--- src/bus_events_if.sv ---
`default_nettype none

interface bus_events_if;

    // One-cycle strobes from the line monitor
    logic sck_rise;
    logic sck_fall;
    logic start;
    logic stop;
    // Synchronized SDA level
    logic sda_bit;

    modport monitor (
        output sck_rise, sck_fall, start, stop, sda_bit
    );

    modport engine (
        input sck_rise, sck_fall, start, stop, sda_bit
    );

endinterface

`default_nettype wire

--- src/i2c_line_monitor.sv ---
`default_nettype none

module i2c_line_monitor #(
    parameter int sync_stages = 2
) (
    input  logic          scl,
    input  logic          rst_n,
    input  logic          sck,
    input  logic          sda_in,
    bus_events_if.monitor events
);

    logic [sync_stages-1:0] sck_sync;
    logic [sync_stages-1:0] sda_sync;
    logic                   sck_cur;
    logic                   sda_cur;
    logic                   sck_prev;
    logic                   sda_prev;

    assign sck_cur = sck_sync[sync_stages-1];
    assign sda_cur = sda_sync[sync_stages-1];

    always_ff @(posedge scl or negedge rst_n)
    begin
        if (!rst_n)
        begin
            // Idle bus reads high on both lines
            sck_sync        <= '1;
            sda_sync        <= '1;
            sck_prev        <= 1'b1;
            sda_prev        <= 1'b1;
            events.sck_rise <= 1'b0;
            events.sck_fall <= 1'b0;
            events.start    <= 1'b0;
            events.stop     <= 1'b0;
            events.sda_bit  <= 1'b1;
        end
        else
        begin
            sck_sync <= {sck_sync[sync_stages-2:0], sck};
            sda_sync <= {sda_sync[sync_stages-2:0], sda_in};
            sck_prev <= sck_cur;
            sda_prev <= sda_cur;

            events.sck_rise <= sck_cur & ~sck_prev;
            events.sck_fall <= ~sck_cur & sck_prev;
            // SDA edges count only while SCK holds high in both samples
            events.start    <= sck_cur & sck_prev & ~sda_cur & sda_prev;
            events.stop     <= sck_cur & sck_prev & sda_cur & ~sda_prev;
            events.sda_bit  <= sda_cur;
        end
    end

endmodule

`default_nettype wire

--- src/flat_wrapper.sv ---
// flat-port wrapper written by rule: the top's interface ports become plain ports
module i2c_line_monitor_flat 
#(
    parameter int sync_stages = 2
)
  (scl, rst_n, sck, sda_in, events_sck_rise, events_sck_fall, events_start, events_stop, events_sda_bit);
  bus_events_if events_i ();
  input  logic scl;
  input  logic rst_n;
  input  logic sck;
  input  logic sda_in;
  output wire logic [$bits(events_i.sck_rise)-1:0] events_sck_rise;
  output wire logic [$bits(events_i.sck_fall)-1:0] events_sck_fall;
  output wire logic [$bits(events_i.start)-1:0] events_start;
  output wire logic [$bits(events_i.stop)-1:0] events_stop;
  output wire logic [$bits(events_i.sda_bit)-1:0] events_sda_bit;
  assign events_sck_rise = events_i.sck_rise;
  assign events_sck_fall = events_i.sck_fall;
  assign events_start = events_i.start;
  assign events_stop = events_i.stop;
  assign events_sda_bit = events_i.sda_bit;
  i2c_line_monitor #(.sync_stages(sync_stages)) u_core (.scl(scl), .rst_n(rst_n), .sck(sck), .sda_in(sda_in), .events(events_i));
endmodule
--- config.mk ---
export PLATFORM = sky130hd
export DESIGN_NAME = i2c_line_monitor_flat
export DESIGN_NICKNAME = d
export VERILOG_FILES = /design/src/bus_events_if.sv /design/src/i2c_line_monitor.sv /design/src/flat_wrapper.sv
export SDC_FILE = /design/constraint.sdc
export NUM_CORES = 1
export LEC_CHECK = 0
export BUFFER_PORTS_ARGS = -buffer_cell sky130_fd_sc_hd__buf_4
export CAP_MARGIN = 0
export CORE_AREA = 2 2 39 41
export DETAILED_ROUTE_END_ITERATION = 7
export DIE_AREA = 0 0 41 43
export GPL_TIMING_DRIVEN = 0
export HOLD_SLACK_MARGIN = 0.02
export PLACE_DENSITY = 0.47
export SLEW_MARGIN = 5
export SYNTH_ARGS = -nofsm -noshare
export SYNTH_HDL_FRONTEND = slang
export SYNTH_SLANG_ARGS = --single-unit
--- constraint.sdc ---
create_clock -name scl -period 1 [get_ports scl]
set_input_delay 0 -clock scl [delete_from_list [all_inputs] [get_ports scl]]
set_output_delay 0 -clock scl [all_outputs]
set_load 0.005 [all_outputs]
After elaboration in Yosys (flattened, before gate mapping) --
Cells that the tools add are included.
Operators by class: bitwise operators 11
Operators with widths (number):
- 1-bit bitwise AND | 7
- 1-bit inverter | 4
Word-level totals: logic and storage cells 19, output and inout port bits 5, register bits after elaboration 10

Longest topological paths before layout --
Gate-level depths: netlist of the first run.
depth in word-level cells 3, mapped depth 1, depth with buffers taken out 1

Worst setup path before layout of the first run --
OpenSTA, ideal clock, no wires.
path type register -> register, start point reg u_core.sda_prev, end point reg u_core.events.stop, cell stages (with the launch flop) 2, clock period less this slack 0.813 ns, required time 0.879 ns, arrival 0.692 ns, setup slack 0.187 ns, cells stage by stage dfstp_2 -> and4b_1
Between the ends: cells in the longest elaborated chain, start to end 2
Ends and longest elaborated chain:
- start, declared | RTL line i2c_line_monitor.sv:18 | logic sda_prev;
- start signal, assigned | RTL line i2c_line_monitor.sv:43 | sda_prev <= sda_cur;
- 1-bit inverter | RTL line i2c_line_monitor.sv:49 | events.stop <= sck_cur & sck_prev & sda_cur & ~sda_prev;
- 1-bit bitwise AND | RTL line i2c_line_monitor.sv:49
- end signal, assigned | RTL line i2c_line_monitor.sv:49
- end, declared | RTL line bus_events_if.sv:14 | output sck_rise, sck_fall, start, stop, sda_bit
No other way between the ends.

==> results.yml, run 1 <==
floorplanning:
  num_io_pins: 9
  initial_core_util_pct: 21.0
  core_sq_mm: 0.00138
  die-width_um: 41
  fp-row-count: 14
  die-area_sq_mm: 0.00176
  die_h_um: 43
setup_path:
  crit_arrival_ps: 900
  crit_buf_inv: 1
  critical_path.max_fanout: 3
  cp-startpoint: "u_core.sda_prev"
  critPathKind: "reg -> out"
  cp_top_family: "flip-flops"
  path_cells: "buf_4"
  r2r-start: "u_core.sda_prev"
  critPathCaptureType: "output pin"
  cp.required_ps: 1000
  crit_path_start_kind: "register"
  cpMaxStageDelayCell: "dfstp_2"
  worst_path_largest_cell_delay_ps: 540
timing:
  setup_violations: 0
  max_slew_margin_pct: 91.5
  grt_setup_unrepaired: "no"
  fin_worst_hold_slack_ps: 94.9
  hold_viol: 0
  fin_tns_setup_ps: 0
  period_needed_ps: 895
  worst_pin_slew_ps: 128
  post-route-period-util_pct: 89.5
  fmax_ghz: 1.12
  drv_slew: 0
  clock_skew_ps: 4.38
pwr:
  switching_share_pct: 19.2
  p_int_uw: 600
  power.switching_uw: 142
  p_seq_share_pct: 59.6
  powerDensity_mw_per_mm2: 1760
  p_leak_uw: 0.000199
  ir_drop_v: 0.000542
  power_frac_comb_pct: 5.9
  p_clk_share_pct: 34.5
  power_uw: 742
outcome:
  status: "finished, final reports clean"
finish:
  diodes: 0
  final_area_sq_um: 423
  drive_above_1_share_pct: 60.7
  layout_common_cells: "8 x buf_4, 6 x dfstp_2, 4 x dfrtp_1"
  layout.nets: 34
  finalNonFillerCells: 44
  area_delta_synth_final_pct: 45.7
  final_common_cell: "buf_4"
drt:
  drt_wl_total_um: 419
  drc: 0
  wl_per_cell_um: 9.52
  antenna_left: 0
  drt_pass1_iterations: 1
  drt_iter0_markers: 0
  via_count: 167
  viasPerCell: 3.80
placement:
  place_area_sq_um: 370
  port_buffers: 8
  gp_congestion: 0.540
  placed_cells: 38
global_routing:
  antenna_found_initial: 0
  first_global_vias: 179
  overflow: 0
  grt_pass1_wl_um: 710
  grt_max_degree: 11
  grtUsageTotal_pct: 6.42
synthesis:
  syn_nets: 18
  ys_warn_count: 0
  ys_ff_latch: 10
  syn_inst: 14
  netlist-cell-type-count: 4
  synth_top_cell_area_share_pct: 54.3
  yosys-top-cells-area: "dfstp_2 54%, dfrtp_1 34%, and4b_1 6.9%"
  syn_avg_cell_area_sq_um: 20.7
  yosys.area.top_type: "dfstp_2"
  syn_area_sq_um: 290
  ys_seq_area_share_pct: 88.8
clock_network:
  cts_htree_levels: 1
  clock_path_buffers: 2
  clk_latency_ps: 250
  cts_tree: "built"
  clkTransAtPathRegs_ps: 60
  cts_root_buf: "clkbuf_4"
  cts_made_buffers: 3
  cts_sinks: 10
  ctsResizeCount: 0
run:
  drv_cap: 0
min_path:
  hp-class: "in -> async"
==> worst paths after layout <==
path / cells past startpoint / slack [ps] / endpoint
setup / recovery: 1 / 100 / events_sda_bit
hold / removal: 2 / 90 / u_core.events.start
setup reg to reg: 1 / 170 / u_core.events.stop
hold reg to reg: 0 / 360 / u_core.sck_sync[1]
max in group asynchronous: 2 / 690 / u_core.sck_prev
min in group scl: 0 / 360 / u_core.sck_sync[1]
==> flip-flops by register name, indices dropped and copies added (netlist names) <==
| name | cells |
|---|---|
| u_core.events.sck_fall | 1 |
| u_core.events.sck_rise | 1 |
| u_core.events.start | 1 |
| u_core.events.stop | 1 |
| u_core.sck_prev | 1 |
| u_core.sck_sync | 2 |
| u_core.sda_prev | 1 |
| u_core.sda_sync | 2 |
==> what timing repair did <==
item	4_1_cts	5_1_grt
buffers inserted	0	0
hold buffers	3	0
hold endpoints to repair	12	0
==> cells by family (layout without fill, tap and decap cells) <==
group                  count (synthesis)  count (layout)  synth area share, %
buffers and inverters                  0              14                    0
AND/OR/NAND/NOR                        4               4                 11.2
flip-flops                            10              10                 88.8
==> cell type report <==
type                            instances  area (sq um)
Timing Repair Buffer                   11          90.1
Fill cell                             147           961
Clock buffer                            3          22.5
Multi-Input combinational cell          4          32.5
Tap cell                               16          20.0
Sequential cell                        10           258
==> power by group through the flow <==
stage | sequential, uW | clock (uW) | combinational, uW
finish | 442 | 256 | 43.9
global route | 446 | 294 | 49.7
CTS | 443 | 267 | 45.3
detailed placement | 449 | 0 | 36.2
global placement | 448 | 0 | 34.7
floorplan | 448 | 0 | 4.93
==> layer usage <==
layer | global-route usage, % | vias up | share of wire [%]
met3 | 2.09 | 0 | 11
li1 | - | 75 | -
met2 | 9.06 | 9 | 49
met4 | 6.00 | 0 | 0
met5 | 0 | - | 0
met1 | 7.07 | 83 | 40
==> Yosys cell counts <==
cell type  number
nor2b_1         2
dfstp_2         6
and4b_1         2
dfrtp_1         4
==> per-stage QoR <==
step,utilization (%),worst slack (ps)
detailed placement,26.8,178
CTS,30.6,96.4
floorplan,-,187
global placement,26.8,187
global route,30.6,61.7
finish,30.6,105
(Power assumes the default switching activity.)
==> run 2, diff against run 1 <==
--- a/config.mk
+++ b/config.mk
@@ -12,7 +12,7 @@
 export DIE_AREA = 0 0 41 43
 export GPL_TIMING_DRIVEN = 0
 export HOLD_SLACK_MARGIN = 0.02
-export PLACE_DENSITY = 0.47
+export PLACE_DENSITY = 0.5
 export SLEW_MARGIN = 5
 export SYNTH_ARGS = -nofsm -noshare
 export SYNTH_HDL_FRONTEND = slang
==> run 2 against run 1 <==
- cell count unchanged
- core utilization unchanged
- critical path type unchanged
- clock power about the same
- critical path depth is the same
- via count decreased by 2.4%
- register-to-register slack is essentially flat
- first-iteration DRC count unchanged
- hold slack improved by 8.6 ps
==> results.yml, run 2 (synthesis gave the netlist of run 1 again) <==
outcome:
  status: "finished, final reports clean"
global_routing:
  overflow: 0
  grt_pass1_wl_um: 731
  first_global_vias: 208
  antenna_found_initial: 0
  grtUsageTotal_pct: 6.63
  grt_max_degree: 11
floorplanning:
  initial_core_util_pct: 21.0
  num_io_pins: 9
  die-width_um: 41
  die-area_sq_mm: 0.00176
  die_h_um: 43
  fp-row-count: 14
  core_sq_mm: 0.00138
min_path:
  hp-class: "in -> async"
setup_path:
  critPathCaptureType: "output pin"
  crit_arrival_ps: 890
  cpMaxStageDelayCell: "dfstp_2"
  r2r-end: "u_core.events.stop"
  cp_top_family: "flip-flops"
  rrSetupSlack_ps: 170
  critical_path.max_fanout: 3
  r2r-start: "u_core.sda_prev"
  path_cells: "buf_4"
  critPathKind: "reg -> out"
  crit_buf_inv: 1
  r2r_cells: 1
  worst_path_largest_cell_delay_ps: 540
  crit_path_start_kind: "register"
  cp.required_ps: 1000
timing:
  drv_slew: 0
  grt_setup_unrepaired: "no"
  period_needed_ps: 893
  fin_worst_hold_slack_ps: 103
  worst_pin_slew_ps: 127
  post-route-period-util_pct: 89.3
  hold_viol: 0
  fmax_ghz: 1.12
  fin_tns_setup_ps: 0
  clock_skew_ps: 3.28
  setup_violations: 0
  max_slew_margin_pct: 91.6
run:
  drv_cap: 0
finish:
  diodes: 0
  layout_common_cells: "8 x buf_4, 6 x dfstp_2, 4 x dfrtp_1"
  top_regs: "u_core.sck_sync: 2 flops, u_core.sda_sync: 2 flops"
  drive_above_1_share_pct: 60.7
  layout.nets: 34
  final_common_cell: "buf_4"
  area_delta_synth_final_pct: 45.7
  final.fill_count: 144
drt:
  wl_per_cell_um: 9.61
  viasPerCell: 3.70
  drc: 0
  drt_pass1_iterations: 1
  via_count: 163
  drt_iter0_markers: 0
  drt_wl_total_um: 423
  antenna_left: 0
pwr:
  power_frac_comb_pct: 5.9
  switching_share_pct: 19.2
  powerDensity_mw_per_mm2: 1750
  p_leak_uw: 0.000199
  p_int_uw: 600
  ir_drop_v: 0.000494
  p_seq_share_pct: 59.6
  p_clk_share_pct: 34.5
  power.switching_uw: 142
clock_network:
  cts_made_buffers: 3
  ctsResizeCount: 0
  clock_path_buffers: 2
  cts_root_buf: "clkbuf_4"
  cts_sinks: 10
  cts_tree: "built"
  clk_latency_ps: 250
  clkTransAtPathRegs_ps: 60
  cts_htree_levels: 1
placement:
  gp_congestion: 0.559
  port_buffers: 8
run 2: cell counts in the layout (fill, tap and decap cells not counted):
No cell type changed its count.
run 2: area by class of cell:
| type | count | area [sq um] | area share [%] |
|---|---|---|---|
| multi-input combinational | 4 | 32.5 | 7.69 |
| tap | 16 | 20.0 | 4.73 |
| sequential | 10 | 258 | 60.9 |
| timing repair buffer | 11 | 90.1 | 21.3 |
| clock buffer | 3 | 22.5 | 5.33 |
run 2: timing repair:
action,4_1_cts,5_1_grt
hold buffers,3,0
hold endpoints to repair,12,0
buffers inserted,0,0
endpoints found under the setup margin,0,0
run 2: routing by layer:
layer / wire length [um] / global-route usage (%) / up-vias
met5: 0 / 0 / -
li1: - / - / 75
met4: 0 / 6.00 / 0
met1: 158 / 6.44 / 79
met3: 51 / 3.14 / 0
met2: 213 / 9.69 / 9
run 2: worst max path at each step:
stage	from	end	slack, ps	depth (start not counted)
finish	u_core.sda_prev	events_sda_bit	110	1
global route	u_core.sda_prev	events_sda_bit	70	1
CTS	u_core.sda_prev	events_sda_bit	90	1
floorplan	u_core.sda_prev	u_core.events.stop	190	1
global placement	u_core.sda_prev	u_core.events.stop	190	1
detailed placement	u_core.sda_prev	u_core.events.stop	170	1
run 2: metrics by stage:
stage / total power [uW] / instance area, sq um / setup slack (ps) / util [%] / std cells
2_1_floorplan: 453 / 290 / 187 / - / 14
3_3_place_gp: 483 / 370 / 186 / 26.8 / 38
3_5_place_dp: 485 / 370 / 172 / 26.8 / 38
4_1_cts: 765 / 423 / 89.3 / 30.6 / 44
5_1_grt: 787 / 423 / 67.6 / 30.6 / 44
6_report: 742 / 423 / 107 / 30.6 / 44
run 2: power groups by stage:
stage               Clock, uW  Sequential [uW]  Combinational (uW)
floorplan                   0              448                4.93
finish                    256              442                43.9
global placement            0              448                34.8
global route              294              446                48.1
CTS                       277              442                45.4
detailed placement          0              449                36.2
==> run 3, diff against run 2 <==
--- a/config.mk
+++ b/config.mk
@@ -5,6 +5,7 @@
 export SDC_FILE = /design/constraint.sdc
 export NUM_CORES = 1
 export LEC_CHECK = 0
+export ABC_AREA = 1
 export BUFFER_PORTS_ARGS = -buffer_cell sky130_fd_sc_hd__buf_4
 export CAP_MARGIN = 0
 export CORE_AREA = 2 2 39 41
==> run 3 against run 2 <==
- first-iteration DRC count grew 2
- global-route usage is the same
- hold slack gained 2.6 ps
- clock power grew 36%
- synthesized area grew 3.0%
- core utilization grew 1.6 points
- flip-flop and latch count is the same
- cell count grew 18%
- critical path depth is the same
- sequential share of layout area shrank 3.1 points
- sequential power is essentially flat
- cell area grew 5.3%
- largest power group unchanged
==> results.yml, run 3 <==
outcome:
  status: "finished, final reports clean"
floorplanning:
  die-width_um: 41
  initial_core_util_pct: 21.6
  num_io_pins: 9
  core_sq_mm: 0.00138
  die-area_sq_mm: 0.00176
  fp-row-count: 14
  die_h_um: 43
finish:
  layout_common_cells: "8 x buf_4, 6 x dfstp_2, 4 x inv_1, 4 x nor2_1, 4 x dfrtp_1"
  layout.nets: 41
  finalNonFillerCells: 52
  final_common_cell: "buf_4"
  final_util_pct: 32.2
  area_delta_synth_final_pct: 49.0
  drive_above_1_share_pct: 50.0
  top_regs: "u_core.sck_sync: 2 flops, u_core.sda_sync: 2 flops"
  diodes: 0
setup_path:
  critPathKind: "reg -> out"
  cp_num_cells: 1
  critical_path.max_fanout: 3
  worst_path_largest_cell_delay_ps: 540
  path_cells: "buf_4"
  r2r-start: "u_core.sck_sync[1]"
  r2r-end: "u_core.events.start"
  cpMaxStageDelayCell: "dfstp_2"
  cp.required_ps: 1000
  crit_path_start_kind: "register"
  r2r_cells: 2
  cp_top_family: "flip-flops"
  rrSetupSlack_ps: 210
  critPathCaptureType: "output pin"
  crit_buf_inv: 1
  crit_arrival_ps: 900
timing:
  grt_setup_unrepaired: "no"
  max_slew_margin_pct: 91.6
  clock_skew_ps: 2.35
  drv_slew: 0
  fin_tns_setup_ps: 0
  fin_worst_hold_slack_ps: 106
  hold_viol: 0
  setup_violations: 0
  post-route-period-util_pct: 89.9
  period_needed_ps: 899
  fmax_ghz: 1.11
  worst_pin_slew_ps: 126
  setup_ws_ps: 101
placement:
  detailed_place_hpwl_um: 298
  port_buffers: 8
  place_ws_ps: 222
  placed_cells: 45
  gp_congestion: 0.594
pwr:
  powerDensity_mw_per_mm2: 1880
  power.switching_uw: 156
  p_seq_share_pct: 52.8
  ir_drop_v: 0.000566
  switching_share_pct: 18.6
  p_int_uw: 682
  power_frac_comb_pct: 5.6
  p_leak_uw: 0.000225
  p_clk_share_pct: 41.6
global_routing:
  grt_max_degree: 11
  antenna_found_initial: 0
  overflow: 0
  grt_pass1_wl_um: 765
  grtUsageTotal_pct: 6.63
  first_global_vias: 220
drt:
  drt_iter0_markers: 2
  drt_pass1_iterations: 3
  via_count: 190
  antenna_left: 0
  drc: 0
  drt_wl_total_um: 399
  wl_per_cell_um: 7.67
  viasPerCell: 3.65
synthesis:
  ys_warn_count: 0
  synth_common_cells: "6 x dfstp_2, 4 x dfrtp_1, 4 x inv_1, 4 x nor2_1, 3 x nand2_1"
  yosys.area.top_type: "dfstp_2"
  yosys-top-cells-area: "dfstp_2 53%, dfrtp_1 33%, inv_1 5.0%"
  syn_avg_cell_area_sq_um: 14.2
  ys_async_sr_fraction_pct: 100
  ys_ff_latch: 10
  syn_nets: 25
  synth_top_cell_area_share_pct: 52.7
  synth-edff-count: 0
  netlist-cell-type-count: 5
  syn_inst: 21
  syn_area_sq_um: 299
  yosysMostFrequentCell: "dfstp_2"
  ys_seq_area_share_pct: 86.2
  ys.flop_type: "dfstp_2"
clock_network:
  clock_path_buffers: 2
  cts_tree: "built"
  post-cts-setup-buffers: 0
  cts_htree_levels: 1
  cts_made_buffers: 3
  clkTransAtPathRegs_ps: 60
  hold_buffers: 3
  cts_sinks: 10
  ctsResizeCount: 0
  clk_latency_ps: 250
  cts_root_buf: "clkbuf_4"
min_path:
  hp-class: "in -> async"
run:
  drv_cap: 0
==> run 3: cell types whose count changed after synthesis <==
cell / before / now
nor2b_1: 2 / 0
inv_1: 0 / 4
nand2_1: 0 / 3
and4b_1: 2 / 0
nor2_1: 0 / 4
==> run 3: stage by stage <==
stage | cell area (sq um) | power, uW
after floorplan | 299 | 456
after global placement | 379 | 486
after detailed placement | 379 | 489
after CTS | 445 | 853
after global routing | 445 | 890
final | 445 | 838
==> run 3: layer usage <==
metal | vias to the layer above | part of all wire, % | track usage, %
met2 | 8 | 56 | 10.3
met1 | 93 | 34 | 6.78
met4 | 0 | 0 | 4.00
met5 | - | 0 | 0
li1 | 89 | - | -
met3 | 0 | 9.5 | 3.14
==> run 3: worst max-delay path by stage <==
stage	startpoint	end
after global routing	u_core.sda_prev	events_sda_bit
after global placement	u_core.sck_sync[1]	u_core.events.stop
final	u_core.sda_prev	events_sda_bit
after CTS	u_core.sda_prev	events_sda_bit
after floorplan	u_core.sda_prev	u_core.events.stop
after detailed placement	u_core.sck_sync[1]	u_core.events.start
==> run 3: cell families after synthesis <==
family        count (synthesis)  share of synthesized area, %
flops                        10                          86.2
simple gates                  7                          8.78
buf+inv                       4                          5.02
==> run 3: cell type report <==
cell class | count | area (sq um)
multi-input cells | 7 | 26.3
well taps | 16 | 20.0
repair buffers | 11 | 90.1
clock buffers | 4 | 36.3
flip-flops and latches | 10 | 258
fillers | 147 | 938
inverters | 4 | 15.0
==> run 3: power by group through the flow <==
| stage | Combinational (uW) | Sequential (uW) | Clock (uW) |
|---|---|---|---|
| after floorplan | 7.92 | 449 | 0 |
| after global placement | 37.8 | 448 | 0 |
| after detailed placement | 39.0 | 450 | 0 |
| after CTS | 48.1 | 443 | 362 |
| after global routing | 54.4 | 445 | 390 |
| final | 46.9 | 442 | 348 |
