==> src/eeprom_pkg.sv <==
`default_nettype none

package eeprom_pkg;

    // Fixed device-type nibble of the control byte
    localparam logic [3:0] dev_type = 4'b1010;

    // Page bits sit in control byte bits 3..1
    localparam int page_width = 3;
    localparam int mem_addr_width = page_width + 8;
    localparam int mem_depth = 2 ** mem_addr_width;

    typedef logic [mem_addr_width-1:0] mem_addr_t;
    typedef logic [7:0] byte_t;

    typedef enum logic [3:0] {
        idle,
        get_ctrl,
        ack_ctrl,
        get_addr,
        ack_addr,
        get_data,
        ack_data,
        send_data,
        wait_master_ack
    } proto_state_e;

endpackage

`default_nettype wire

==> src/bus_events_if.sv <==
`default_nettype none

interface bus_events_if;

    // One-cycle strobes from the line monitor
    logic sck_rise;
    logic sck_fall;
    logic start;
    logic stop;
    // Synchronized SDA level
    logic sda_bit;

    modport monitor (
        output sck_rise, sck_fall, start, stop, sda_bit
    );

    modport engine (
        input sck_rise, sck_fall, start, stop, sda_bit
    );

endinterface

`default_nettype wire

==> src/mem_if.sv <==
`default_nettype none

interface mem_if;

    import eeprom_pkg::*;

    mem_addr_t addr;
    logic      wr_en;
    byte_t     wr_data;
    // Registered, one cycle behind addr
    byte_t     rd_data;

    modport host (
        output addr, wr_en, wr_data,
        input  rd_data
    );

    modport store (
        input  addr, wr_en, wr_data,
        output rd_data
    );

endinterface

`default_nettype wire

==> src/eeprom_protocol.sv <==
`default_nettype none

module eeprom_protocol (
    input  logic         scl,
    input  logic         rst_n,
    bus_events_if.engine events,
    mem_if.host          mem,
    output logic         sda_oe
);

    import eeprom_pkg::*;

    proto_state_e          state;
    logic [2:0]            bit_cnt;
    byte_t                 shift_reg;
    byte_t                 byte_in;
    byte_t                 addr_byte;
    byte_t                 data_byte;
    logic [page_width-1:0] page;
    logic                  rd_flag;
    logic                  ack_on;
    logic                  receiving;
    logic                  byte_done;
    logic                  ctrl_match;

    // Byte as it looks once the current bit is shifted in
    assign byte_in    = {shift_reg[6:0], events.sda_bit};
    assign ctrl_match = (byte_in[7:4] == dev_type);

    assign receiving = (state == get_ctrl) || (state == get_addr) || (state == get_data);
    assign byte_done = receiving && events.sck_rise && (bit_cnt == 3'd7);

    assign mem.addr    = {page, addr_byte};
    assign mem.wr_data = data_byte;
    // Commit on the falling edge that closes the data acknowledge
    assign mem.wr_en   = (state == ack_data) && ack_on && events.sck_fall;

    always_ff @(posedge scl or negedge rst_n)
    begin
        if (!rst_n)
        begin
            state     <= idle;
            bit_cnt   <= 3'd0;
            shift_reg <= '0;
            addr_byte <= '0;
            data_byte <= '0;
            page      <= '0;
            rd_flag   <= 1'b0;
            ack_on    <= 1'b0;
            sda_oe    <= 1'b0;
        end
        else if (events.stop)
        begin
            state  <= idle;
            ack_on <= 1'b0;
            sda_oe <= 1'b0;
        end
        else if (events.start)
        begin
            // Also covers the repeated start of a random read
            state   <= get_ctrl;
            bit_cnt <= 3'd0;
            ack_on  <= 1'b0;
            sda_oe  <= 1'b0;
        end
        else
        begin
            if (receiving && events.sck_rise)
            begin
                shift_reg <= byte_in;
                bit_cnt   <= bit_cnt + 3'd1;
            end

            case (state)
                get_ctrl:
                begin
                    if (byte_done)
                    begin
                        if (ctrl_match)
                        begin
                            page    <= byte_in[page_width:1];
                            rd_flag <= byte_in[0];
                            state   <= ack_ctrl;
                        end
                        else
                        begin
                            // Not addressed, stay off the bus
                            state <= idle;
                        end
                    end
                end

                get_addr:
                begin
                    if (byte_done)
                    begin
                        addr_byte <= byte_in;
                        state     <= ack_addr;
                    end
                end

                get_data:
                begin
                    if (byte_done)
                    begin
                        data_byte <= byte_in;
                        state     <= ack_data;
                    end
                end

                ack_ctrl, ack_addr, ack_data:
                begin
                    if (events.sck_fall)
                    begin
                        if (!ack_on)
                        begin
                            ack_on <= 1'b1;
                            sda_oe <= 1'b1;
                        end
                        else
                        begin
                            ack_on  <= 1'b0;
                            sda_oe  <= 1'b0;
                            bit_cnt <= 3'd0;
                            if (state == ack_ctrl && rd_flag)
                            begin
                                // First read bit goes out on the same edge
                                shift_reg <= mem.rd_data;
                                sda_oe    <= ~mem.rd_data[7];
                                state     <= send_data;
                            end
                            else if (state == ack_ctrl)
                                state <= get_addr;
                            else if (state == ack_addr)
                                state <= get_data;
                            else
                                state <= idle;
                        end
                    end
                end

                send_data:
                begin
                    if (events.sck_fall)
                    begin
                        if (bit_cnt == 3'd7)
                        begin
                            // Free the line for the master's acknowledge
                            sda_oe <= 1'b0;
                            state  <= wait_master_ack;
                        end
                        else
                        begin
                            sda_oe    <= ~shift_reg[6];
                            shift_reg <= {shift_reg[6:0], 1'b0};
                            bit_cnt   <= bit_cnt + 3'd1;
                        end
                    end
                end

                // Master ack is not acted on, only stop or start leaves
                wait_master_ack:
                begin
                    sda_oe <= 1'b0;
                end

                idle:
                begin
                    sda_oe <= 1'b0;
                end

                default:
                begin
                    state <= idle;
                end
            endcase
        end
    end

endmodule

`default_nettype wire

==> src/flat_wrapper.sv <==
// flat-port wrapper written by rule: the top's interface ports become plain ports
module eeprom_protocol_flat import eeprom_pkg::*;
  (scl, rst_n, sda_oe, events_sck_rise, events_sck_fall, events_start, events_stop, events_sda_bit, mem_addr, mem_wr_en, mem_wr_data, mem_rd_data);
  bus_events_if events_i ();
  mem_if mem_i ();
  input  logic scl;
  input  logic rst_n;
  output logic sda_oe;
  input wire logic [$bits(events_i.sck_rise)-1:0] events_sck_rise;
  input wire logic [$bits(events_i.sck_fall)-1:0] events_sck_fall;
  input wire logic [$bits(events_i.start)-1:0] events_start;
  input wire logic [$bits(events_i.stop)-1:0] events_stop;
  input wire logic [$bits(events_i.sda_bit)-1:0] events_sda_bit;
  output wire logic [$bits(mem_i.addr)-1:0] mem_addr;
  output wire logic [$bits(mem_i.wr_en)-1:0] mem_wr_en;
  output wire logic [$bits(mem_i.wr_data)-1:0] mem_wr_data;
  input wire logic [$bits(mem_i.rd_data)-1:0] mem_rd_data;
  assign events_i.sck_rise = events_sck_rise;
  assign events_i.sck_fall = events_sck_fall;
  assign events_i.start = events_start;
  assign events_i.stop = events_stop;
  assign events_i.sda_bit = events_sda_bit;
  assign mem_addr = mem_i.addr;
  assign mem_wr_en = mem_i.wr_en;
  assign mem_wr_data = mem_i.wr_data;
  assign mem_i.rd_data = mem_rd_data;
  eeprom_protocol u_core (.scl(scl), .rst_n(rst_n), .events(events_i), .mem(mem_i), .sda_oe(sda_oe));
endmodule
==> config.mk <==
export PLATFORM = sky130hd
export DESIGN_NAME = eeprom_protocol_flat
export DESIGN_NICKNAME = d
export VERILOG_FILES = /design/src/eeprom_pkg.sv /design/src/bus_events_if.sv /design/src/mem_if.sv /design/src/eeprom_protocol.sv /design/src/flat_wrapper.sv
export SDC_FILE = /design/constraint.sdc
export NUM_CORES = 1
export LEC_CHECK = 0
export ABC_AREA = 1
export BUFFER_PORTS_ARGS = -buffer_cell sky130_fd_sc_hd__buf_2
export CORE_ASPECT_RATIO = 1.75
export CORE_MARGIN = 1
export CORE_UTILIZATION = 27
export DETAILED_ROUTE_END_ITERATION = 10
export GPL_TIMING_DRIVEN = 0
export PLACE_DENSITY = 0.49
export SYNTH_ARGS = -nofsm -noshare
export SYNTH_HDL_FRONTEND = slang
export SYNTH_SLANG_ARGS = --single-unit
==> constraint.sdc <==
create_clock -name scl -period 4.8 [get_ports scl]
set_input_delay 0.48 -clock scl [delete_from_list [all_inputs] [get_ports scl]]
set_output_delay 0.48 -clock scl [all_outputs]
set_load 0.02 [all_outputs]
After elaboration in Yosys (flattened, before gate mapping)
Cells that the tools add are included.

storage, ports and cells
  register bits = 37
  input port bits = 15
  output and inout bits = 21
  logic and storage cells = 93

cells by class
  $add $sub $neg = 1
  eq/ne operators = 18
  muxes and demuxes = 41
  bitwise gates (word level) = 4
  reduce and logical (&&, ||, !) cells = 20

operators by type and width
  operator                                                               number
  8-bit two-way mux                                                      6
  4-bit two-way mux                                                      11
  4-bit case mux with 6 select lines                                     1
  3-bit two-way mux                                                      7
  4-bit by 3-bit != test with 1-bit output, second input constant        5
  4-bit by 3-bit equality test with 1-bit output, second input constant  4
  8-bit case mux with 2 select lines                                     1
  1-bit two-way mux                                                      12
  4-bit by 2-bit equality test with 1-bit output, second input constant  2
  4-bit equality test, second input constant                             2
  4-bit != test, second input constant                                   2
  4-bit AND reduction                                                    2
  8-bit AND reduction                                                    1
  3-bit case mux with 2 select lines                                     1
  3-bit nonzero test                                                     2
  1-bit logical AND                                                      5
  5-bit AND reduction                                                    1
  5-bit nonzero test                                                     1
  4-bit by 1-bit equality test with 1-bit output, second input constant  1
  4-bit zero test                                                        1
  1-bit NOT                                                              4
  2-bit AND reduction                                                    2
  3-bit by 1-bit adder with 3-bit output, second input constant          1
  3-bit equality test, second input constant                             1
  7 further kinds                                                        8

Depth between registers and ports, before layout
Gate-level depths: netlist of the first run.

  depth in word-level cells = 9
  depth in mapped cells = 11

Least setup slack after synthesis of the first run
Ideal clock, no wire load.

  path kind = flip-flop to flip-flop
  from = register u_core.bit_cnt[0]
  to = register u_core.shift_reg[0]
  library setup time = 0.118 ns
  data arrival time = 1.671 ns
  data required time = 4.682 ns
  setup slack = 3.011 ns
  cell stages (with the launch flop) = 10
  path buffers = 0
  clock period less this slack = 1.789 ns
  cells stage by stage = dfrtp_1 -> ha_1 -> ha_1 -> inv_1 -> nand3_1 -> nand2_1 -> nand2_1 -> nand2_1 -> nand2_1 -> a21o_1

on the way
  cells in the longest elaborated chain, start to end = 4

RTL lines
  item                                line                    source
  start: declaration                  eeprom_protocol.sv:14   logic [2:0] bit_cnt;
  start signal: assignment            eeprom_protocol.sv:71   bit_cnt <= bit_cnt + 3'd1;
  start signal: assignment            eeprom_protocol.sv:156  bit_cnt <= bit_cnt + 3'd1;
  3-bit equality test                 eeprom_protocol.sv:146  if (bit_cnt == 3'd7)
  8-bit two-way mux                   eeprom_protocol.sv:146
  8-bit two-way mux                   eeprom_protocol.sv:144  if (events.sck_fall)
  8-bit case mux with 2 select lines  eeprom_protocol.sv:74   case (state)
  end signal: assignment              eeprom_protocol.sv:70   shift_reg <= byte_in;
  end signal: assignment              eeprom_protocol.sv:128  shift_reg <= mem.rd_data;
  end signal: assignment              eeprom_protocol.sv:155  shift_reg <= {shift_reg[6:0], 1'b0};
  end: declaration                    eeprom_protocol.sv:15   byte_t shift_reg;

No other way between the ends.
A chain may end at the register's enable or synchronous reset.

Worst setup path in the final report of the first run
Same ends and word-level chain as after synthesis.

==> summary.md, run 1 <==
| Metric | Value |
|---|---|
| Peak VDD IR | `0.1134 mV` |
| GR Layer Usage met2 | `0.2855` |
| Ant. Diodes | `0` |
| Clk buf depth | `2` |
| Fin crit period | `1992 ps` |
| Slew margin rel. | `0.4568` |
| Maximum clock rate | `502.0 MHz` |
| GRT met3 Usage | `0.02083` |
| Area Growth Syn to Fin | `22.54%` |
| CTS Buf Count | `5` |
| Vias | `1785` |
| Clk sinks | `36` |
| Met1 Resource Use GR | `0.1649` |
| Worst-skew pair later-pin latency | `roughly 280 ps` |
| Starting Density | `0.2779` |
| Wire per inst | `approximately 13 um` |
| DRC | `0` |
| Cells after Synth | `between 200 and 300` |
| Fill count | `788` |
| DP Cell Count | `385` |
| Setup_tns | `0 ps` |
| Post-CTS setup buffers | `0` |
| Power per cell area | `322.0 mW/mm^2` |
| Vias in the first global route | `1738` |
| Worst Setup Start Kind | `register` |
| Share of post-route cells with drive strength above 1 | `0.1922` |
| Critical path class | `reg2reg` |
| Sequential element share of the synthesized area | `0.4545` |
| Htree depth | `2` |
| Final Hold Viols | `0` |
| Synth Register Bits | `36` |
| Top-area cell type share of the netlist area | `0.4545` |
| # hold bufs at CTS | `0` |
| Design area | `0.002429 mm^2` |
| Via-per-instance ratio | `between 4 and 5` |
| Core Area | `0.007131 mm^2` |
| Max-Cap Viols | `0` |
| Cell Area, Synth | `0.001982 mm^2` |
| Status | `finished, final reports clean` |
| ANT nets after route | `0` |
| Clk slew on worst S/H paths | `around 60 ps` |
| Cell type with the largest total area after synthesis | `dfrtp_1` |
| Critical Path RT | `between 4000 and 5000 ps` |
| Count of input and output buffers | `35` |
| Die width | `66.77 um` |
| Largest net degree at the start of global routing | `37` |
| Final Util | `0.3406` |
| CP Data Arrival Time | `approximately 2200 ps` |
| Fin crit share | `0.4150` |
| Leakage power | `0.001467 uW` |
| Clock Skews | `6.367 ps` |
| Hpwl dp | `4063 um` |
| Post-Syn Area per Cell | `7.507 um^2` |
| YS warnings | `0` |
| Dpl cell area | `roughly 0.0023 mm^2` |
| Worst Setup End Kind | `register` |
| Die ar. | `0.007700 mm^2` |
| TritonCTS clock tree | `done` |
| Fin nets | `323` |
| First-pass GRT wire length | `roughly 8600 um` |
| Post-CTS Resized | `0` |
| Initial antenna violation count | `0` |
| Num ports | `36` |
| Area contributors post-synth | `dfrtp_1 45%, nand2_1 23%, o21ai_0 6.8%` |
| Pre-antenna DRT Iters | `4` |
| Worst-Margin Slew | `814.8 ps` |
| Worst-path maximum fanout | `6` |
| Root Buffer | `clkbuf_16` |
| Total power | `781.9 uW` |
| RSZ-0062 raised after global routing | `no` |
| Total track usage | `0.1532` |
| Top Usage Layer GRT | `met2` |
| Final WL | `around 5200 um` |
| Synth Net Count | `281` |
| Finished Layout Cells | `393` |
| 1st-iter DRT viols | `approximately 130` |
| Register Area | `900.9 um^2` |
| Multi-input gate area | `just under 0.001 mm^2` |
| Overflow left after global routing | `0` |
| Netlist cell types | `28` |
| Die Y | `115.3 um` |
| Hold WC Path Type | `in2async` |
| Num rows | `41` |
| GPL Wtd Cong | `0.8882` |
| Slew Limit Fails | `0` |
| Setup violations, final | `0` |
-- worst max-delay path, cell delays in order (launching register included) --
cell and delay (ps):
dfrtp_1 400, ha_1 210, ha_1 190, inv_1 280, nand3_1 210, nand2_1 110
nand2_1 80, nand2_1 60, nand2_1 150, a21o_1 200
-- metrics by stage --
stage / hold slack [ps] / setup slack, ps
3_5_place_dp: 481.6 / 2797
2_1_floorplan: 184.4 / 3011
4_1_cts: 318.3 / 2785
3_3_place_gp: 477.5 / 2788
6_report: 281.6 / 2808
5_1_grt: 351.6 / 2665
-- cell type report --
cell class | count | area share
Sequential cell | 36 | 0.3709
Inverter | 22 | 0.03400
Multi-Input combinational cell | 203 | 0.4060
Buffer | 3 | 0.005152
Clock inverter | 2 | 0.01443
Clock buffer | 6 | 0.05307
Timing Repair Buffer | 35 | 0.07213
Tap cell | 86 | 0.04431
-- metal layers --
layer | wire (um) | part of all wire | up-vias
li1 | - | - | 922
met1 | 2047 | 0.39 | 822
met2 | 2915 | 0.56 | 35
met3 | 164 | 0.031 | 6
met4 | 112 | 0.021 | 0
met5 | 0 | 0 | -
-- power by group --
part / internal [uW] / switching (uW) / leakage, uW / total (uW)
Combinational: 22.8 / 43.7 / 0.000913 / 66.5
Clock: 244 / 123 / 0.0000808 / 367
Sequential: 320 / 29.2 / 0.000473 / 349
-- final timing paths --
check | start | to | slack, ps | depth (start not counted)
worst max-delay path | u_core.bit_cnt[0] | u_core.shift_reg[0] | 2810 | 9
worst min-delay path | rst_n | u_core.mem.wr_data[6] | 280 | 1
worst min register to register | u_core.mem.wr_data[2] | u_core.mem.wr_data[2] | 490 | 2
worst max register to register | u_core.bit_cnt[0] | u_core.shift_reg[0] | 2810 | 9
min in group scl | events_sda_bit | u_core.addr_byte[0] | 480 | 3
max in group asynchronous | rst_n | u_core.state[0] | 3990 | 1
-- cell usage after synthesis --
cell and instances:
a21o_1 1, a21oi_1 2, buf_2 1, clkbuf_1 2, dfrtp_1 36, ha_1 2, inv_1 20, inv_2 2
nand2_1 120, nand2_2 1, nand2_4 4, nand3_1 16, nand3b_1 1, nand4_1 2, nor2_1 12, nor2_2 2
nor2_4 1, nor2_8 3, nor3_1 1, nor3_4 1, o211ai_1 1, o21ai_0 27, o21ai_1 1, o21ai_4 1
o21bai_1 1, o22ai_1 1, o31ai_1 1, or2_2 1
-- logic make-up after synthesis --
kind of cell / share of synthesized area
flip-flops: 0.4545
AO/OA/AOI/OAI: 0.1023
AND/OR/NAND/NOR: 0.3826
buffers and inverters: 0.04798
adder cells (fa/ha/maj): 0.01262
-- cell usage in the layout (no fill, tap or decap), types with 3 or more instances in the layout --
master     count
nand2_4        4
nand2_1      120
o21ai_0       27
buf_2         36
nor2_1        12
nand3_1       16
clkbuf_16      5
nor2_8         3
inv_1         20
dfrtp_1       36
clkbuf_1       3
Note: power is estimated with default switching activity, not from simulation.
==> inputs of run 2 (changes only) <==
ABC_AREA = 0   (was 1)
clock period = 2.02 ns   (was 4.8 ns; I/O delays follow)
==> run 2 against run 1 <==
Combinational power increased by 82%. Synthesized area shrank 6.9%. Sequential power up 120%. Utilization up 1.1 points. Sequential cell count unchanged. Critical path type unchanged. Register-to-register slack worse by 2700 ps. Clock skew is 4.4 ps lower. Largest power group unchanged. Total power increased by 120%. Via count shrank 23%. Critical path depth decreased by 2.
==> summary.md, run 2 <==
| Metric | Value |
|---|---|
| Worst Setup Start Kind | `register` |
| Leakage power | `roughly 0.0012 uW` |
| Overflow left after global routing | `0` |
| Area Growth Syn to Fin | `24.69%` |
| Initial antenna violation count | `0` |
| Most frequent cells in the layout | `38 x buf_2, 36 x dfrtp_1, 17 x mux2_2` |
| Switch Pwr | `374.6 uW` |
| Starting Density | `0.2821` |
| Die ar. | `a little over 0.007 mm^2` |
| Multi-input gate area | `882.1 um^2` |
| Clock Skews | `1.965 ps` |
| Worst-skew pair later-pin latency | `280 ps` |
| Critical path class | `reg2reg` |
| Die width | `64.48 um` |
| Final WL | `4467 um` |
| Design area | `0.002300 mm^2` |
| Total power | `1690 uW` |
| Die Y | `111.3 um` |
| Clk sinks | `36` |
| Worst Setup End Kind | `register` |
| Fill count | `683` |
| Setup_tns | `0 ps` |
| Post-synth EDFFs | `0` |
| Post-Syn Area per Cell | `approximately 12 um^2` |
| Sequential element share of the synthesized area | `0.4885` |
| Core Area | `0.006539 mm^2` |
| YS warnings | `0` |
| Count leader, synth | `dfrtp_1` |
| Critical Path RT | `~2200 ps` |
| Cell type with the largest total area after synthesis | `dfrtp_1` |
| Maximum clock rate | `519.5 MHz` |
| # hold bufs at CTS | `0` |
| Final Hold Viols | `0` |
| Pre-antenna DRT Iters | `4` |
| Synth Net Count | `between 150 and 200` |
| Slew Limit Fails | `0` |
| Dpl cell area | `0.002122 mm^2` |
| Slew margin rel. | `0.4581` |
| Setup violations, final | `0` |
| Register Area | `~900 um^2` |
| Share of post-route cells with drive strength above 1 | `0.4103` |
| Final Util | `0.3517` |
| Max-Cap Viols | `0` |
| Part of the power in combinational logic | `0.071` |
| Htree depth | `2` |
| ANT nets after route | `0` |
| Cells after Synth | `about 150` |
| Vias in the first global route | `1463` |
| Most frequent cells after synthesis | `36 x dfrtp_1, 17 x mux2_2, 7 x o2bb2ai_1` |
| TritonCTS clock tree | `done` |
| GPL Wtd Cong | `about 0.83` |
| Hold Slack | `roughly 7.3 ps` |
| Most common cell after layout, fill and taps aside | `buf_2` |
| Via-per-instance ratio | `4.982` |
| Synth async-reset ratio | `1.000` |
| Fin nets | `212` |
| Top-area cell type share of the netlist area | `0.4885` |
| Sequential power share | `0.458` |
| Largest net degree at the start of global routing | `37` |
| Clk slew on worst S/H paths | `50 ps` |
| Primary FF master, synth | `dfrtp_1` |
| Netlist cell types | `49` |
| Fin crit share | `0.9530` |
| Clock power share | `0.471` |
| CP Data Arrival Time | `2090 ps` |
| Fin crit period | `1925 ps` |
| Clk buf depth | `2` |
| Num rows | `39` |
| Synth Register Bits | `36` |
| Peak VDD IR | `0.6153 mV` |
| Root Buffer | `clkbuf_16` |
| Total track usage | `0.1393` |
| Hpwl dp | `3277 um` |
| Worst-Margin Slew | `812.8 ps` |
| Ant. Diodes | `0` |
| Sw Ratio | `0.2217` |
| Power per cell area | `about 730 mW/mm^2` |
| CTS Buf Count | `5` |
| RSZ-0062 raised after global routing | `no` |
| Wire per inst | `16.13 um` |
| DRC | `0` |
| 1st-iter DRT viols | `29` |
| Num ports | `36` |
| Status | `finished, final reports clean` |
| First-pass GRT wire length | `7417 um` |
| Vias | `1380` |
| Cell Area, Synth | `roughly 0.0018 mm^2` |
| Power Internal | `1315 uW` |
| Hold WC Path Type | `in2async` |
| Area contributors post-synth | `dfrtp_1 49%, mux2_2 10%, o2bb2ai_1 3.3%` |
| Count of input and output buffers | `35` |
| Worst-path maximum fanout | `9` |
## run 2: changes by cell type after synthesis, sizes merged, moves of 6 or more
| cell | change |
|---|---|
| nor2 | -11 |
| nand3 | -15 |
| mux2 | +21 |
| o2bb2ai | +7 |
| a22oi | +6 |
| nand2 | -120 |
| inv | -17 |
| o21ai | -27 |
| buf | +6 |
## run 2: worst max-delay path: stages, from the launching register on
cell and delay [ps]:
dfrtp_1 390, ha_1 210, ha_1 260, and4b_1 270, o21a_1 120, buf_4 200, o31ai_4 90, mux2_2 280
## run 2: logic make-up (layout without fill, tap and decap cells)
group,Yosys count,after routing,share of synthesized area
buffers and inverters,13,57,0.03731
muxes,22,22,0.1336
and+or+nand+nor,39,39,0.1554
xor gates and xnor gates,2,2,0.009500
DFF,36,36,0.4885
AOI/OAI and AO/OA,37,37,0.1621
adders and majority gates,2,2,0.01357
## run 2: final timing paths
check,start,to,slack [ps],cells after the start
min in group scl,events_stop,u_core.state[0],130,2
setup / recovery,u_core.bit_cnt[0],u_core.bit_cnt[0],90,7
setup reg to reg,u_core.bit_cnt[0],u_core.bit_cnt[0],90,7
max in group asynchronous,rst_n,u_core.state[1],1490,1
hold / removal,rst_n,u_core.mem.wr_data[5],7,1
hold reg to reg,u_core.addr_byte[7],u_core.addr_byte[7],490,1
## run 2: timing repair
action                     4_1_cts  5_1_grt
buffers inserted                 0        2
resized for setup                0        3
setup endpoints to repair        0       13
## run 2: power by group through the flow
stage / clock network, uW / registers (uW) / logic (uW)
3_3_place_gp: 0 / 788 / 115
2_1_floorplan: 0 / 777 / 64.7
3_5_place_dp: 0 / 787 / 117
5_1_grt: 841 / 779 / 134
4_1_cts: 823 / 775 / 117
6_report: 796 / 774 / 121
## run 2: metrics by stage
stage | setup slack, ps | instances
6_report | 94.91 | 277
5_1_grt | 1.414 | 277
4_1_cts | 5.107 | 275
3_5_place_dp | 12.19 | 268
2_1_floorplan | 270.7 | 151
3_3_place_gp | 60.89 | 268
## run 2: layout make-up
class	instances	share of cell area
sequential	36	0.3917
tap	82	0.04461
timing repair buffer	37	0.08270
multi-input combinational	102	0.3836
clock buffer	7	0.06638
buffer	8	0.02285
inverter	5	0.008161
## run 2: per-layer routing
metal | track usage | up-vias | part of all wire
li1 | - | 655 | -
met1 | 0.1485 | 667 | 0.37
met2 | 0.2372 | 45 | 0.54
met3 | 0.02971 | 13 | 0.045
met4 | 0.09778 | 0 | 0.045
met5 | 0 | - | 0
==> inputs of run 3 (changes only) <==
CORE_MARGIN = 5   (was 1)
CTS_BUF_LIST = sky130_fd_sc_hd__clkbuf_4   (was not set)
==> run 3 against run 2 <==
Clock power down 33%. Highest routed layer unchanged. Die area up 20%. Final cell count up 1.4%. Critical path depth unchanged. Non-clock buffer count up 1. Wire length up 4.7%. Critical endpoint unchanged. Global-route usage down 2.3 points. Largest power group is now registers. Combinational power about the same. Utilization down 2.0 points. Worst hold slack better by 40 ps. Count of clock-buffer cells in the layout down 1.
==> summary.md, run 3 (synthesis results as in run 2) <==
| Metric | Value |
|---|---|
| R2r worst-path depth | `7` |
| Hpwl dp | `between 3000 and 4000 um` |
| First-pass GRT wire length | `7755 um` |
| CP Data Arrival Time | `~2200 ps` |
| Vias | `1404` |
| Dpl cell area | `0.002125 mm^2` |
| Total power | `1425 uW` |
| Num rows | `40` |
| Pre-antenna DRT Iters | `4` |
| Slew Limit Fails | `0` |
| Area Growth Syn to Fin | `21.44%` |
| Fin nets | `213` |
| Fill count | `727` |
| Max-Cap Viols | `0` |
| Via-per-instance ratio | `4.996` |
| Hold EP | `u_core.state[0]` |
| CP Launch Point | `u_core.bit_cnt[0]` |
| Worst-Margin Slew | `between 800 and 900 ps` |
| Wire per inst | `16.65 um` |
| Core Area | `approximately 0.0068 mm^2` |
| Design area | `0.002240 mm^2` |
| R2R Setup Slk | `110 ps` |
| Die width | `a little over 70 um` |
| Slew margin rel. | `0.4415` |
| Fin crit period | `1908 ps` |
| Clock Skews | `23.59 ps` |
| Power per cell area | `~640 mW/mm^2` |
| Critical R2R Launch | `u_core.bit_cnt[0]` |
| Worst-skew pair later-pin latency | `350 ps` |
| Worst Setup End Kind | `register` |
| Worst-path maximum fanout | `9` |
| Largest net degree at the start of global routing | `37` |
| GPL Wtd Cong | `0.8716` |
| Total track usage | `0.1162` |
| Htree depth | `2` |
| Maximum clock rate | `between 500 and 600 MHz` |
| Root Buffer | `clkbuf_4` |
| R2r endpoint | `u_core.bit_cnt[0]` |
| Most common cell after layout, fill and taps aside | `buf_2` |
| Setup violations, final | `0` |
| Setup_tns | `0 ps` |
| Starting Density | `0.2730` |
| Die ar. | `0.008648 mm^2` |
| Status | `finished, final reports clean` |
| Critical Path RT | `2260 ps` |
| ANT nets after route | `0` |
| Clk slew on worst S/H paths | `~110 ps` |
| Critical path class | `reg2reg` |
| Hold WC Path Type | `in2reg` |
| Fin crit share | `0.9445` |
| Most frequent cells in the layout | `38 x buf_2, 36 x dfrtp_1, 17 x mux2_2` |
| Ant. Diodes | `0` |
| Final worst slack | `between 100 and 150 ps` |
| Peak VDD IR | `about 0.42 mV` |
| DRC | `0` |
| Count of input and output buffers | `35` |
| Hold Startpoint | `events_stop` |
| Final Hold Viols | `0` |
| Overflow left after global routing | `0` |
| Clk buf depth | `2` |
| Final WL | `4679 um` |
| TritonCTS clock tree | `done` |
| Leakage power | `0.001155 uW` |
| Worst slack at placement | `25.43 ps` |
| Hold depth | `2` |
| RSZ-0062 raised after global routing | `no` |
| Share of post-route cells with drive strength above 1 | `0.4112` |
| Die Y | `between 100 and 150 um` |
| Vias in the first global route | `1496` |
| CTS Buf Count | `5` |
| Initial antenna violation count | `0` |
| Num ports | `36` |
| Worst Setup Start Kind | `register` |
| 1st-iter DRT viols | `83` |
| Clk sinks | `36` |
## run 3: critical path, stage by stage (launching register included)
cell	delay, ps
dfrtp_1	400
ha_1	200
ha_1	250
and4b_1	260
o21a_1	100
clkbuf_4	220
o31ai_4	100
mux2_2	260
## run 3: final cells by class
cell class | instances | area [um^2] | share of cell area
plain buffers | 8 | 52.55 | 0.02346
clock buffers | 6 | 45.04 | 0.02011
clock inverters | 2 | 35.03 | 0.01564
inverters | 5 | 18.77 | 0.008380
multi-input cells | 102 | 882.1 | 0.3939
flip-flops and latches | 36 | 900.9 | 0.4022
well taps | 84 | 105.1 | 0.04693
repair buffers | 38 | 200.2 | 0.08939
## run 3: power by group
group	total [uW]	switching [uW]	internal, uW
sequential	772	28.8	743
combinational	121	67.0	54.4
clock	531	258	273
total	1420	354	1070
## run 3: worst max-delay path by stage
stage                                   end  slack, ps  depth (start not counted)
after floorplan           u_core.bit_cnt[0]        270                          7
after global placement      u_core.state[1]         30                          6
after detailed placement    u_core.state[1]         30                          6
after CTS                   u_core.state[1]         30                          6
after global routing      u_core.bit_cnt[0]         20                          7
final                     u_core.bit_cnt[0]        110                          7
## run 3: per-stage QoR
stage | instances | hold WS (ps) | utilization
floorplan | 151 | -93.59 | -
global placement | 270 | 364.4 | 0.3144
detailed placement | 270 | 366.9 | 0.3144
CTS | 279 | 46.46 | 0.3278
global route | 281 | 35.32 | 0.3315
finish | 281 | 46.95 | 0.3315
## run 3: routing by layer
metal  part of all wire  up-vias  GRT usage
met2               0.53       36     0.1992
met3              0.049       11    0.02787
li1                   -      659          -
met5                  0        -          0
met1               0.39      698     0.1344
met4              0.025        0    0.04965
## run 3: what timing repair did
item / in CTS / in global routing
endpoints found under the setup margin: 0 / 10
endpoints found under the hold margin: 36 / 0
hold buffers: 1 / 0
gates resized for setup: 0 / 2
buffers inserted: 0 / 2
